$ cat src/verilog/scaler_defs.svh
`ifndef SCALER_DEFS_SVH
`define SCALER_DEFS_SVH

// input frame geometry as delivered by the console
`define ACTIVE_LINES_NTSC 9'd240
`define ACTIVE_LINES_PAL  9'd288
`define ACTIVE_PIXELS     10'd640

// dividend of the factor division, value is 2^(DIVIDEND_W-1)
`define DIVIDEND_W 18

// output line and pixel count widths
`define VOUT_W 11
`define HOUT_W 12

`endif
$ cat src/verilog/scaler_pkg.sv
`include "scaler_defs.svh"

package scaler_pkg;

  typedef struct packed {
    logic               pal;          // 0 = NTSC, 1 = PAL
    logic               pal_boxed;    // PAL shown in a 240 line box
    logic [`VOUT_W-1:0] vlines_out;
    logic [`HOUT_W-1:0] hpixels_out;
    logic [`VOUT_W-1:0] vactive;      // active output lines
    logic [`HOUT_W-1:0] hactive;      // active output pixels
  } scaler_req_t;

  typedef struct packed {
    logic [8:0]             vpos_1st_rdline;
    logic [8:0]             vlines_in_needed;
    logic [8:0]             vlines_in_full;
    logic [`VOUT_W-1:0]     vlines_out;
    logic [`DIVIDEND_W-1:0] v_interp_factor;
  } scaler_vcfg_t;

  typedef struct packed {
    logic [9:0]             hpos_1st_rdpixel;
    logic [9:0]             hpixels_in_needed;
    logic [9:0]             hpixels_in_full;
    logic [`HOUT_W-1:0]     hpixels_out;
    logic [`DIVIDEND_W-1:0] h_interp_factor;
  } scaler_hcfg_t;

  typedef enum logic [1:0] {
    RDY,
    DIVWAIT,
    WAIT,
    OUT
  } cfggen_phase_e;

  typedef enum logic [7:0] {
    CTRL        = 8'h00,
    VLINES_OUT  = 8'h04,
    HPIXELS_OUT = 8'h08,
    VACTIVE     = 8'h0C,
    HACTIVE     = 8'h10,
    STATUS      = 8'h14,
    VCFG0       = 8'h18,
    VCFG1       = 8'h1C,
    HCFG0       = 8'h20,
    HCFG1       = 8'h24
  } reg_addr_e;

endpackage

$ cat src/verilog/scaler_cfg_top.sv
`timescale 1ns/1ps

module scaler_cfg_top
  import scaler_pkg::*;
(
  input  logic         SYS_CLK,
  input  logic         rst_n_i,
  input  logic         vsync_i,
  input  logic [7:0]   awaddr_i,
  input  logic         awvalid_i,
  output logic         awready_o,
  input  logic [31:0]  wdata_i,
  input  logic         wvalid_i,
  output logic         wready_o,
  output logic [1:0]   bresp_o,
  output logic         bvalid_o,
  input  logic         bready_i,
  input  logic [7:0]   araddr_i,
  input  logic         arvalid_i,
  output logic         arready_o,
  output logic [31:0]  rdata_o,
  output logic [1:0]   rresp_o,
  output logic         rvalid_o,
  input  logic         rready_i,
  output scaler_vcfg_t vcfg_o,
  output scaler_hcfg_t hcfg_o
);

  scaler_req_t  req;
  scaler_vcfg_t vcfg_gen;
  scaler_hcfg_t hcfg_gen;
  logic         vcfg_done;
  logic         hcfg_done;
  logic         busy;
  logic         pending;

  scaler_axil_regs u_regs (
    .SYS_CLK  (SYS_CLK),
    .rst_n_i  (rst_n_i),
    .awaddr_i (awaddr_i),
    .awvalid_i(awvalid_i),
    .awready_o(awready_o),
    .wdata_i  (wdata_i),
    .wvalid_i (wvalid_i),
    .wready_o (wready_o),
    .bresp_o  (bresp_o),
    .bvalid_o (bvalid_o),
    .bready_i (bready_i),
    .araddr_i (araddr_i),
    .arvalid_i(arvalid_i),
    .arready_o(arready_o),
    .rdata_o  (rdata_o),
    .rresp_o  (rresp_o),
    .rvalid_o (rvalid_o),
    .rready_i (rready_i),
    .req_o    (req),
    .busy_i   (busy),
    .pending_i(pending),
    .vcfg_i   (vcfg_o),   // host reads the committed set
    .hcfg_i   (hcfg_o)
  );

  scaler_cfggen u_cfggen (
    .SYS_CLK    (SYS_CLK),
    .rst_n_i    (rst_n_i),
    .req_i      (req),
    .vcfg_o     (vcfg_gen),
    .hcfg_o     (hcfg_gen),
    .vcfg_done_o(vcfg_done),
    .hcfg_done_o(hcfg_done),
    .busy_o     (busy)
  );

  scaler_cfg_shadow u_shadow (
    .SYS_CLK    (SYS_CLK),
    .rst_n_i    (rst_n_i),
    .vsync_i    (vsync_i),
    .vcfg_i     (vcfg_gen),
    .hcfg_i     (hcfg_gen),
    .vcfg_done_i(vcfg_done),
    .hcfg_done_i(hcfg_done),
    .vcfg_o     (vcfg_o),
    .hcfg_o     (hcfg_o),
    .pending_o  (pending)
  );

endmodule

$ cat src/verilog/scaler_cfg_shadow.sv
`timescale 1ns/1ps

module scaler_cfg_shadow
  import scaler_pkg::*;
(
  input  logic         SYS_CLK,
  input  logic         rst_n_i,
  input  logic         vsync_i,
  input  scaler_vcfg_t vcfg_i,
  input  scaler_hcfg_t hcfg_i,
  input  logic         vcfg_done_i,
  input  logic         hcfg_done_i,
  output scaler_vcfg_t vcfg_o,
  output scaler_hcfg_t hcfg_o,
  output logic         pending_o
);

  scaler_vcfg_t vcfg_stage_q;
  scaler_hcfg_t hcfg_stage_q;

  always_ff @(posedge SYS_CLK or negedge rst_n_i) begin
    if (!rst_n_i) begin
      vcfg_stage_q <= '0;
      hcfg_stage_q <= '0;
      vcfg_o       <= '0;
      hcfg_o       <= '0;
      pending_o    <= 1'b0;
    end else begin
      // both axes go out together so a frame never mixes old and new values
      if (vsync_i && pending_o) begin
        vcfg_o    <= vcfg_stage_q;
        hcfg_o    <= hcfg_stage_q;
        pending_o <= 1'b0;
      end
      if (vcfg_done_i) begin
        vcfg_stage_q <= vcfg_i;
        pending_o    <= 1'b1;  // a result landing with vsync waits for the next frame
      end
      if (hcfg_done_i) begin
        hcfg_stage_q <= hcfg_i;
        pending_o    <= 1'b1;
      end
    end
  end

endmodule

$ cat src/verilog/scaler_cfggen.sv
`timescale 1ns/1ps
`include "scaler_defs.svh"

module scaler_cfggen
  import scaler_pkg::*;
(
  input  logic         SYS_CLK,
  input  logic         rst_n_i,
  input  scaler_req_t  req_i,
  output scaler_vcfg_t vcfg_o,
  output scaler_hcfg_t hcfg_o,
  output logic         vcfg_done_o,
  output logic         hcfg_done_o,
  output logic         busy_o
);

  localparam logic [`DIVIDEND_W-1:0] DIVIDEND = {1'b1, {(`DIVIDEND_W-1){1'b0}}};

  cfggen_phase_e          v_phase_q;
  logic [2:0]             v_wait_cnt_q;
  logic                   v_div_cmd_q;
  logic                   v_div_busy;
  logic                   v_div_done;
  logic [`DIVIDEND_W-1:0] v_factor;
  logic                   v_pal_q;
  logic                   v_boxed_q;
  logic [`VOUT_W-1:0]     v_out_q;
  logic [`VOUT_W-1:0]     v_active_q;
  logic                   v_req_diff;
  logic [8:0]             v_n64;
  logic [26:0]            v_inv_scale_q;
  logic [37:0]            v_res_full_q;
  logic [14:0]            v_resmax_q;
  logic [8:0]             v_needed_q;
  logic [8:0]             v_first_q;

  cfggen_phase_e          h_phase_q;
  logic [2:0]             h_wait_cnt_q;
  logic                   h_div_cmd_q;
  logic                   h_div_busy;
  logic                   h_div_done;
  logic [`DIVIDEND_W-1:0] h_factor;
  logic [`HOUT_W-1:0]     h_out_q;
  logic [`HOUT_W-1:0]     h_active_q;
  logic                   h_req_diff;
  logic [27:0]            h_inv_scale_q;
  logic [39:0]            h_res_full_q;
  logic [17:0]            h_resmax_q;
  logic [9:0]             h_needed_q;
  logic [9:0]             h_first_q;

  assign busy_o = (v_phase_q != RDY) || (h_phase_q != RDY);

  assign v_req_diff = {req_i.pal, req_i.pal_boxed, req_i.vlines_out, req_i.vactive} !=
                      {v_pal_q, v_boxed_q, v_out_q, v_active_q};
  assign h_req_diff = {req_i.hpixels_out, req_i.hactive} != {h_out_q, h_active_q};

  // 288 input lines only for unboxed PAL
  assign v_n64 = (v_pal_q && !v_boxed_q) ? `ACTIVE_LINES_PAL : `ACTIVE_LINES_NTSC;

  // multiply, round, clamp and centre, settles during WAIT
  always_ff @(posedge SYS_CLK) begin
    v_inv_scale_q <= v_factor * v_n64;
    v_res_full_q  <= v_inv_scale_q * v_active_q;
    v_resmax_q    <= {1'b0, v_res_full_q[37:24]} + {14'd0, v_res_full_q[23]};
    v_needed_q    <= (v_resmax_q < {6'd0, v_n64}) ? v_resmax_q[8:0] : v_n64;
    if (v_pal_q && v_boxed_q)
      v_first_q <= (v_resmax_q < {6'd0, `ACTIVE_LINES_NTSC}) ?
                   (`ACTIVE_LINES_PAL - v_resmax_q[8:0]) >> 1 : 9'd24;
    else
      v_first_q <= (v_resmax_q < {6'd0, v_n64}) ? (v_n64 - v_resmax_q[8:0]) >> 1 : 9'd0;

    h_inv_scale_q <= h_factor * `ACTIVE_PIXELS;
    h_res_full_q  <= h_inv_scale_q * h_active_q;
    h_resmax_q    <= {1'b0, h_res_full_q[39:23]} + {17'd0, h_res_full_q[22]};
    h_needed_q    <= (h_resmax_q < {8'd0, `ACTIVE_PIXELS}) ? h_resmax_q[9:0] : `ACTIVE_PIXELS;
    h_first_q     <= (h_resmax_q < {8'd0, `ACTIVE_PIXELS}) ?
                     (`ACTIVE_PIXELS - h_resmax_q[9:0]) >> 1 : 10'd0;
  end

  always_ff @(posedge SYS_CLK or negedge rst_n_i) begin
    if (!rst_n_i) begin
      v_phase_q    <= RDY;
      v_wait_cnt_q <= 3'd0;
      v_div_cmd_q  <= 1'b0;
      v_pal_q      <= 1'b0;  // matches the register defaults
      v_boxed_q    <= 1'b0;
      v_out_q      <= `VOUT_W'(`ACTIVE_LINES_NTSC);
      v_active_q   <= `VOUT_W'(`ACTIVE_LINES_NTSC);
      vcfg_o       <= '0;
      vcfg_done_o  <= 1'b0;
    end else begin
      v_div_cmd_q <= 1'b0;
      vcfg_done_o <= 1'b0;
      case (v_phase_q)
        RDY: begin
          if (v_req_diff && !v_div_busy) begin
            v_phase_q   <= DIVWAIT;
            v_div_cmd_q <= 1'b1;
            v_pal_q     <= req_i.pal;
            v_boxed_q   <= req_i.pal_boxed;
            v_out_q     <= req_i.vlines_out;
            v_active_q  <= req_i.vactive;
          end
        end
        DIVWAIT: begin
          if (v_div_done) begin
            v_phase_q    <= WAIT;
            v_wait_cnt_q <= 3'd4;
          end
        end
        WAIT: begin
          if (v_wait_cnt_q == 3'd0)
            v_phase_q <= OUT;
          else
            v_wait_cnt_q <= v_wait_cnt_q - 3'd1;
        end
        OUT: begin
          v_phase_q   <= RDY;
          vcfg_done_o <= 1'b1;
          vcfg_o      <= '{vpos_1st_rdline:  v_first_q,
                           vlines_in_needed: v_needed_q,
                           vlines_in_full:   v_n64,      // 288 only for unboxed PAL
                           vlines_out:       v_out_q,
                           v_interp_factor:  v_factor};
        end
        default: v_phase_q <= RDY;
      endcase
    end
  end

  always_ff @(posedge SYS_CLK or negedge rst_n_i) begin
    if (!rst_n_i) begin
      h_phase_q    <= RDY;
      h_wait_cnt_q <= 3'd0;
      h_div_cmd_q  <= 1'b0;
      h_out_q      <= `HOUT_W'(`ACTIVE_PIXELS);
      h_active_q   <= `HOUT_W'(`ACTIVE_PIXELS);
      hcfg_o       <= '0;
      hcfg_done_o  <= 1'b0;
    end else begin
      h_div_cmd_q <= 1'b0;
      hcfg_done_o <= 1'b0;
      case (h_phase_q)
        RDY: begin
          if (h_req_diff && !h_div_busy) begin
            h_phase_q   <= DIVWAIT;
            h_div_cmd_q <= 1'b1;
            h_out_q     <= req_i.hpixels_out;
            h_active_q  <= req_i.hactive;
          end
        end
        DIVWAIT: begin
          if (h_div_done) begin
            h_phase_q    <= WAIT;
            h_wait_cnt_q <= 3'd4;
          end
        end
        WAIT: begin
          if (h_wait_cnt_q == 3'd0)
            h_phase_q <= OUT;
          else
            h_wait_cnt_q <= h_wait_cnt_q - 3'd1;
        end
        OUT: begin
          h_phase_q   <= RDY;
          hcfg_done_o <= 1'b1;
          hcfg_o      <= '{hpos_1st_rdpixel:  h_first_q,
                           hpixels_in_needed: h_needed_q,
                           hpixels_in_full:   `ACTIVE_PIXELS,
                           hpixels_out:       h_out_q,
                           h_interp_factor:   h_factor};
        end
        default: h_phase_q <= RDY;
      endcase
    end
  end

  serial_divide #(
    .DIVIDEND_W(`DIVIDEND_W),
    .DIVISOR_W (`VOUT_W)
  ) u_vdiv (
    .SYS_CLK     (SYS_CLK),
    .rst_n_i     (rst_n_i),
    .divide_cmd_i(v_div_cmd_q),
    .dividend_i  (DIVIDEND),
    .divisor_i   (v_out_q),
    .quotient_o  (v_factor),
    .busy_o      (v_div_busy),
    .done_o      (v_div_done)
  );

  serial_divide #(
    .DIVIDEND_W(`DIVIDEND_W),
    .DIVISOR_W (`HOUT_W)
  ) u_hdiv (
    .SYS_CLK     (SYS_CLK),
    .rst_n_i     (rst_n_i),
    .divide_cmd_i(h_div_cmd_q),
    .dividend_i  (DIVIDEND),
    .divisor_i   (h_out_q),
    .quotient_o  (h_factor),
    .busy_o      (h_div_busy),
    .done_o      (h_div_done)
  );

endmodule

$ cat src/verilog/scaler_axil_regs.sv
`timescale 1ns/1ps
`include "scaler_defs.svh"

module scaler_axil_regs
  import scaler_pkg::*;
(
  input  logic         SYS_CLK,
  input  logic         rst_n_i,
  input  logic [7:0]   awaddr_i,
  input  logic         awvalid_i,
  output logic         awready_o,
  input  logic [31:0]  wdata_i,
  input  logic         wvalid_i,
  output logic         wready_o,
  output logic [1:0]   bresp_o,
  output logic         bvalid_o,
  input  logic         bready_i,
  input  logic [7:0]   araddr_i,
  input  logic         arvalid_i,
  output logic         arready_o,
  output logic [31:0]  rdata_o,
  output logic [1:0]   rresp_o,
  output logic         rvalid_o,
  input  logic         rready_i,
  output scaler_req_t  req_o,
  input  logic         busy_i,
  input  logic         pending_i,
  input  scaler_vcfg_t vcfg_i,
  input  scaler_hcfg_t hcfg_i
);

  logic [7:0]  wr_addr_q;
  logic [31:0] wr_data_q;
  logic [31:0] rd_mux;

  assign bresp_o = 2'b00;  // OKAY
  assign rresp_o = 2'b00;  // OKAY

  always_ff @(posedge SYS_CLK or negedge rst_n_i) begin
    if (!rst_n_i) begin
      awready_o <= 1'b0;
      wready_o  <= 1'b0;
      bvalid_o  <= 1'b0;
      arready_o <= 1'b0;
      rvalid_o  <= 1'b0;
    end else begin
      // address and data are taken in the same cycle
      awready_o <= awvalid_i && wvalid_i && !awready_o && !bvalid_o;
      wready_o  <= awvalid_i && wvalid_i && !awready_o && !bvalid_o;
      if (awvalid_i && awready_o)
        bvalid_o <= 1'b1;
      else if (bready_i)
        bvalid_o <= 1'b0;

      arready_o <= arvalid_i && !arready_o && !rvalid_o;
      if (arvalid_i && arready_o)
        rvalid_o <= 1'b1;
      else if (rready_i)
        rvalid_o <= 1'b0;
    end
  end

  always_ff @(posedge SYS_CLK) begin
    if (awvalid_i && awready_o) begin
      wr_addr_q <= awaddr_i;
      wr_data_q <= wdata_i;
    end
    if (arvalid_i && arready_o)
      rdata_o <= rd_mux;  // held until rready
  end

  // request registers are updated on the response handshake
  always_ff @(posedge SYS_CLK or negedge rst_n_i) begin
    if (!rst_n_i) begin
      req_o.pal         <= 1'b0;
      req_o.pal_boxed   <= 1'b0;
      req_o.vlines_out  <= `VOUT_W'(`ACTIVE_LINES_NTSC);
      req_o.hpixels_out <= `HOUT_W'(`ACTIVE_PIXELS);
      req_o.vactive     <= `VOUT_W'(`ACTIVE_LINES_NTSC);
      req_o.hactive     <= `HOUT_W'(`ACTIVE_PIXELS);
    end else if (bvalid_o && bready_i) begin
      case (reg_addr_e'(wr_addr_q))
        CTRL: begin
          req_o.pal       <= wr_data_q[0];
          req_o.pal_boxed <= wr_data_q[1];
        end
        VLINES_OUT:  req_o.vlines_out  <= wr_data_q[`VOUT_W-1:0];
        HPIXELS_OUT: req_o.hpixels_out <= wr_data_q[`HOUT_W-1:0];
        VACTIVE:     req_o.vactive     <= wr_data_q[`VOUT_W-1:0];
        HACTIVE:     req_o.hactive     <= wr_data_q[`HOUT_W-1:0];
        default: ;  // status and results are read only
      endcase
    end
  end

  always_comb begin
    case (reg_addr_e'(araddr_i))
      CTRL:        rd_mux = {30'd0, req_o.pal_boxed, req_o.pal};
      VLINES_OUT:  rd_mux = 32'(req_o.vlines_out);
      HPIXELS_OUT: rd_mux = 32'(req_o.hpixels_out);
      VACTIVE:     rd_mux = 32'(req_o.vactive);
      HACTIVE:     rd_mux = 32'(req_o.hactive);
      STATUS:      rd_mux = {30'd0, pending_i, busy_i};
      VCFG0:       rd_mux = 32'({vcfg_i.vpos_1st_rdline, vcfg_i.vlines_in_needed,
                                 vcfg_i.vlines_in_full});
      VCFG1:       rd_mux = 32'({vcfg_i.vlines_out, vcfg_i.v_interp_factor});
      HCFG0:       rd_mux = 32'({hcfg_i.hpos_1st_rdpixel, hcfg_i.hpixels_in_needed,
                                 hcfg_i.hpixels_in_full});
      HCFG1:       rd_mux = 32'({hcfg_i.hpixels_out, hcfg_i.h_interp_factor});
      default:     rd_mux = 32'd0;
    endcase
  end

endmodule

$ cat src/verilog/serial_divide.sv
`timescale 1ns/1ps

module serial_divide #(
  parameter int DIVIDEND_W = 18,
  parameter int DIVISOR_W  = 11
) (
  input  logic                  SYS_CLK,
  input  logic                  rst_n_i,
  input  logic                  divide_cmd_i,
  input  logic [DIVIDEND_W-1:0] dividend_i,
  input  logic [DIVISOR_W-1:0]  divisor_i,
  output logic [DIVIDEND_W-1:0] quotient_o,
  output logic                  busy_o,
  output logic                  done_o
);

  localparam int CNT_W = $clog2(DIVIDEND_W + 1);

  logic [DIVISOR_W-1:0] divisor_q;
  logic [DIVISOR_W-1:0] rem_q;
  logic [CNT_W-1:0]     cnt_q;
  logic [DIVISOR_W:0]   rem_shift;
  logic [DIVISOR_W:0]   rem_diff;
  logic                 take;

  // quotient register doubles as the dividend shift register
  assign rem_shift = {rem_q, quotient_o[DIVIDEND_W-1]};
  assign rem_diff  = rem_shift - {1'b0, divisor_q};
  assign take      = (rem_shift >= {1'b0, divisor_q});

  always_ff @(posedge SYS_CLK or negedge rst_n_i) begin
    if (!rst_n_i) begin
      busy_o <= 1'b0;
      done_o <= 1'b0;
      cnt_q  <= '0;
    end else begin
      done_o <= 1'b0;
      if (divide_cmd_i && !busy_o) begin
        busy_o <= 1'b1;
        cnt_q  <= CNT_W'(DIVIDEND_W);
      end else if (busy_o) begin
        cnt_q <= cnt_q - 1'b1;
        if (cnt_q == CNT_W'(1)) begin  // last quotient bit goes in now
          busy_o <= 1'b0;
          done_o <= 1'b1;
        end
      end
    end
  end

  always_ff @(posedge SYS_CLK) begin
    if (divide_cmd_i && !busy_o) begin
      quotient_o <= dividend_i;
      divisor_q  <= divisor_i;
      rem_q      <= '0;
    end else if (busy_o) begin
      quotient_o <= {quotient_o[DIVIDEND_W-2:0], take};
      rem_q      <= take ? rem_diff[DIVISOR_W-1:0] : rem_shift[DIVISOR_W-1:0];
    end
  end

endmodule

$ cat config.mk
export PLATFORM = sky130hd
export DESIGN_NAME = scaler_cfg_top
export DESIGN_NICKNAME = d
export VERILOG_FILES = /design/src/verilog/scaler_pkg.sv /design/src/verilog/scaler_cfg_top.sv /design/src/verilog/scaler_cfg_shadow.sv /design/src/verilog/scaler_cfggen.sv /design/src/verilog/scaler_axil_regs.sv /design/src/verilog/serial_divide.sv
export VERILOG_INCLUDE_DIRS = /design/src /design/src/verilog
export SDC_FILE = /design/constraint.sdc
export NUM_CORES = 2
export LEC_CHECK = 0
export BUFFER_PORTS_ARGS = -buffer_cell sky130_fd_sc_hd__buf_2
export CELL_PAD_IN_SITES_DETAIL_PLACEMENT = 1
export CELL_PAD_IN_SITES_GLOBAL_PLACEMENT = 1
export CORE_ASPECT_RATIO = 0.8
export CORE_UTILIZATION = 40
export CTS_BUF_LIST = sky130_fd_sc_hd__clkbuf_8
export CTS_CLUSTER_DIAMETER = 200
export DETAILED_ROUTE_END_ITERATION = 10
export PLACE_DENSITY = 0.71
export RECOVER_POWER = 25
export SLEW_MARGIN = 20
export SYNTH_ARGS = -nofsm -noshare
export SYNTH_HDL_FRONTEND = slang
export SYNTH_SLANG_ARGS = --single-unit
$ cat constraint.sdc
create_clock -name SYS_CLK -period 8 [get_ports SYS_CLK]
set_input_delay 0.8 -clock SYS_CLK [delete_from_list [all_inputs] [get_ports SYS_CLK]]
set_output_delay 0.8 -clock SYS_CLK [all_outputs]
set_load 0.01 [all_outputs]
# Yosys cells after proc, flatten, opt, wreduce, memory -nomap -nowiden
# Index checks and enable logic that the tools add are counted.
# word_totals
in_bits	56
wordCells	231
output_inout_bits	157
reg_bits	770
# classes
n_reduce_logical	49
magnitude_cmp	5
eq_ne	31
add_sub_neg	11
multipliers	4
n_mux	51
# ops
op	count
$pmux 30 s10	1
$ne 24x24->1	2
$eq 8x5->1 const B	5
$mul 27x11->38	1
$mul 21x12->33	1
$eq 8x4->1 const B	4
$mul 18x9->27	1
$mux 1	25
$mux 8	3
$mul 18x3->21 const B	1
$mux 5	4
$add 17x1->18	1
$lt 18x10->1 const B	1
$mux 9	2
$eq 8x3->1 const B	2
$eq 8x6->1 const B	2
$logic_not 8->1	2
$pmux 2 s4	2
$reduce_bool 2->1	8
$add 14x1->15	1
$logic_and 1x1->1	15
$lt 15x8->1 const B	1
$lt 15x9->1	1
$reduce_and 2->1	7
other kinds (25)	58

# Logic depth before layout (Yosys ltp)
# logic_depth
depth_word	6
depth_mapped	22
ltp_nobuf	21

# Modules after synthesis
# Synthesis repeated with hierarchy kept, for this count alone.
# hier_totals
hier_cells	4259
hier_area_um2	48091.1
# by_module_without_submodules
mod	area_per_inst_um2	instances	cells_per_inst	seq_area_each_um2
scaler_cfggen	29198.0	1	2927	6966.7
scaler_cfg_shadow	8774.7	1	494	5830.6
scaler_axil_regs	5021.1	1	385	2817.7
serial_divide (u_cfggen.u_hdiv)	2571.2	1	230	1316.3
serial_divide (u_cfggen.u_vdiv)	2526.2	1	223	1266.2

# Worst setup path after synthesis
# Ideal clock, no wire load.
# synth_path
kind	register -> register
startpoint	register u_cfggen.v_active_q[4]
endpoint	register u_cfggen.v_res_full_q[37]
slack_ps	2269
setup_ps	72
arrival_ps	5659
path_stages_with_launch	22
path_cell_list	dfstp_2 clkbuf_1 clkbuf_1 nand2_1 fa_1 fa_1 inv_1 fa_1 fa_1 inv_1 fa_1 inv_1 ha_1 a21oi_1 o21bai_1 a221oi_1 a2bb2oi_1 o41a_1 a21oi_2 a211o_2 a21oi_1 xnor2_1
# synth_between
elab_chain_cells	1
# synth_lines
element	line_no	source
from (decl)	scaler_cfggen.sv:28	logic [`VOUT_W-1:0] v_active_q;
from (signal assigned)	scaler_cfggen.sv:89	v_active_q <= `VOUT_W'(`ACTIVE_LINES_NTSC);
from (signal assigned)	scaler_cfggen.sv:103	v_active_q <= req_i.vactive;
$mul 27x11->38	scaler_cfggen.sv:64	v_res_full_q <= v_inv_scale_q * v_active_q;
to (signal assigned)	scaler_cfggen.sv:64	
to (decl)	scaler_cfggen.sv:32	logic [37:0] v_res_full_q;
# No other way between the ends.
# A chain may end at the register's enable or synchronous reset.

# Worst setup path in the final report
# layout_path
startpoint	register u_cfggen.v_boxed_q
endpoint	register u_cfggen.v_inv_scale_q[26]
# layout_between
elab_chain_cells	4
# layout_lines
element	line_no	source
from (decl)	scaler_cfggen.sv:26	logic v_boxed_q;
from (signal assigned)	scaler_cfggen.sv:101	v_boxed_q <= req_i.pal_boxed;
$logic_not 1->1	scaler_cfggen.sv:59	assign v_n64 = (v_pal_q && !v_boxed_q) ? `ACTIVE_LINES_PAL : `ACTIVE_LINES_NTSC;
$logic_and 1x1->1	scaler_cfggen.sv:59	
$mux 9 (no line)	-	
$mul 18x9->27	scaler_cfggen.sv:63	v_inv_scale_q <= v_factor * v_n64;
to (signal assigned)	scaler_cfggen.sv:63	
to (decl)	scaler_cfggen.sv:31	logic [26:0] v_inv_scale_q;
# No other way between the ends.

==> results.ini <==
[floorplanning]
core_area_um2 = 112900
ios = 213
initial_core_util = 0.4043
die_h_um = 304.1
row_count = 110
chipWidth_um = 379.6
fp.dieArea_um2 = 115400

[global_route]
antenna_found_initial = 16
grt_max_degree = 139
grt_pass1_wl_mm = 195.8
overflow = 0
grt_pass1_vias = 33290
grtUsageTotal = 0.2162

[critical_path]
r2r-start = u_cfggen.v_boxed_q
regToRegEndpoint = u_cfggen.v_inv_scale_q[26]
critical_path_class = register to register
critPathCaptureType = register
r2r_cells = 21
critPathArrivalTime_ns = 7.28
r2r_slack_ns = 1.36
startpoint = u_cfggen.v_boxed_q
required_ns = 8.64
startpoint_type = register
worst-path-max-fanout = 23

[synthesis]
synth-seq-area-share = 0.3722
ys_seq_elements = 704
synth-async-reset-ratio = 0.6051
syn_inst = 4207
synth_enable_flop_cells = 73
synth_area_per_cell_um2 = 10.85
yosysUniqueCellTypes = 92
syn_area_um2 = 45630
ys_warn_count = 0
synth-main-ff-cell = dfrtp_1

[route]
num_vias = 30560
ant_nets = 0
drt_pass1_iterations = 7
dr.first_iter.drc_count = 1807
routed_wl_mm = 121.4
via_per_inst = 5.144
drc = 0
wl_per_cell_um = 20.44

[clocking]
clk_pin_slew_worst_paths_ns = 0.06
cts_tree = built
clock-sinks = 704
postCtsSetupBuffers = 0
htreeDepth = 3
clkLatencyLatePin_ns = 0.79
clockBufferDepth = 3
cts_resized = 0
cts-root-buf = clkbuf_8
cts_hold_buf = 0
cts_buffers = 114

[sta]
worst_hold_slack_ns = 0.2186
slew_violations = 280
fin_crit_sh = 0.8302
rsz0062_at_grt = false
fin_crit_ns = 6.641
fin_tns_setup_ns = 0
max_freq_mhz = 150.6
setup_viol = 0
hold_viol_final = 0
skew_ns = 0.04006
tightestPinTransition_ns = 5.031
slew_headroom = -2.354

[power_and_ir_drop]
clkPwrFrac = 0.268
internal_power_mw = 8.027
netSwitchingFraction = 0.3739
power_frac_seq = 0.404
p_per_area_nw_per_um2 = 254.6
leakage_nw = 25.31
power_frac_comb = 0.327
p_sw_mw = 4.793
peakVddDrop_v = 0.0002450

[status]
status = finished with violations
violations = capacitance limit, slew limit

[worst_hold_path]
holdPathEnd = u_regs.wr_data_q[11]
hold_path.class = primary input to register
hold_depth = 1
min_from = wdata_i[11]

[final_layout]
final_common_cell = inv_1
drive_gt1_frac = 0.1754
num-fill-cells = 12400
layout_common_cells = 587 x inv_1, 546 x nand2_1, 412 x fa_1
nets = 5088
syn2layout_area_growth_pct = 10.34
fin_cells = 5941

[placed_design]
place_inst = 5719
port-buffer-count = 172
gp_congestion = 0.8605
dp_hpwl_mm = 92.86

[job]
drv_cap = 5

-- sequential cells by signal, summed over array words and instances (netlist names), 30 cells and up --
name                   cells
u_cfggen.hcfg_o           50
u_shadow.hcfg_o           50
u_shadow.hcfg_stage_q     50
u_cfggen.vcfg_o           49
u_shadow.vcfg_o           49
u_shadow.vcfg_stage_q     49
u_regs.req_o              48
u_regs.rdata_o            30
-- power by group through the flow --
stage / clock network [mW] / registers [mW] / logic [mW]
6_report: 3.44 / 5.18 / 4.20
5_1_grt: 3.67 / 5.27 / 4.78
4_1_cts: 3.52 / 5.17 / 4.25
3_5_place_dp: 0 / 5.24 / 4.16
3_3_place_gp: 0 / 5.20 / 4.03
2_1_floorplan: 0 / 4.65 / 3.36
-- critical path: stages (launching register included) --
cell and delay, ns:
dfrtp_1 0.41, nand2b_1 0.12, clkbuf_1 0.77, inv_1 0.72
a21o_1 0.35, ha_1 0.28, inv_1 0.07, fa_1 0.43
fa_1 0.50, inv_1 0.05, ha_1 0.26, ha_1 0.22
fa_1 0.47, a21o_1 0.19, a21oi_2 0.17, nor2b_1 0.10
o311a_1 0.41, a31oi_4 0.25, a21oi_2 0.09, a41o_1 0.28
o41ai_2 0.25, xnor2_1 0.11
-- routing by layer --
layer	vias to the layer above	GRT usage	wire, um	part of all wire
met3	168	0.03304	6701	0.055
met4	8	0.04839	2553	0.021
li1	13830	-	-	-
met5	-	0	57	0.00047
met1	15860	0.3151	57620	0.47
met2	694	0.3385	54500	0.45
-- cells in the mapped netlist (10+ instances only) --
library cell	count	area, um^2
a211oi_1	10	75.07
a21o_1	51	382.9
a21oi_1	70	350.3
a222oi_1	32	320.3
and2_1	216	1351
and3_1	16	100.1
buf_1	22	82.58
buf_4	25	187.7
clkbuf_1	165	619.3
dfrtp_1	402	10060
dfstp_2	24	630.6
dfxtp_1	205	4104
edfxtp_1	73	2192
fa_1	412	8248
ha_1	297	3716
inv_1	543	2038
mux2_1	12	135.1
mux2_2	358	4031
mux2i_1	21	210.2
nand2_1	547	2053
nand2b_1	57	356.6
nand3_1	40	200.2
nand4_1	23	143.9
nor2_1	97	364.1
nor2b_1	19	118.9
nor3_1	30	150.1
nor4_1	12	75.07
o211ai_1	12	90.09
o21a_1	12	90.09
o21ai_0	82	410.4
xnor2_1	114	998.5
xor2_1	54	473.0
-- through the flow --
| step | setup WS (ns) | power, mW | cell area [um^2] | utilization |
|---|---|---|---|---|
| 2_1_floorplan | 2.269 | 8.016 | 45710 | - |
| 3_3_place_gp | 1.680 | 9.232 | 47800 | 0.4235 |
| 3_5_place_dp | 1.628 | 9.400 | 47800 | 0.4235 |
| 4_1_cts | 1.610 | 12.93 | 50370 | 0.4463 |
| 5_1_grt | 0.9229 | 13.72 | 50340 | 0.4461 |
| 6_report | 1.359 | 12.82 | 50350 | 0.4462 |
-- how the worst max path moves through the flow --
stage	to	slack (ns)	cells past startpoint
finish	u_cfggen.v_inv_scale_q[26]	1.36	21
global route	u_cfggen.v_inv_scale_q[26]	0.92	21
CTS	u_cfggen.v_res_full_q[37]	1.61	19
detailed placement	u_cfggen.h_res_full_q[35]	1.63	19
global placement	u_cfggen.h_res_full_q[35]	1.68	19
floorplan	u_cfggen.v_res_full_q[37]	2.27	21
-- layout make-up --
class / count / area [um^2] / share of cell area
Antenna cell: 4 / 10.01 / 0.0001988
Clock buffer: 145 / 1996 / 0.03963
Clock inverter: 73 / 571.8 / 0.01136
Inverter: 546 / 2049 / 0.04070
Multi-Input combinational cell: 2761 / 25800 / 0.5123
Sequential cell: 704 / 16990 / 0.3374
Tap cell: 1512 / 1892 / 0.03757
Timing Repair Buffer: 196 / 1047 / 0.02080
-- cells by family (layout without fill, tap and decap cells) --
kind of cell	Yosys count	count (layout)	synth area share
flops	704	704	0.3722
xor+xnor	168	168	0.03224
simple gates	1095	1095	0.1142
compound gates	376	376	0.05783
mux	392	392	0.09641
fa+ha+maj	709	709	0.2622
other cells	1	25	0.00008218
buf+inv	762	960	0.06485
(Power assumes the default switching activity.)
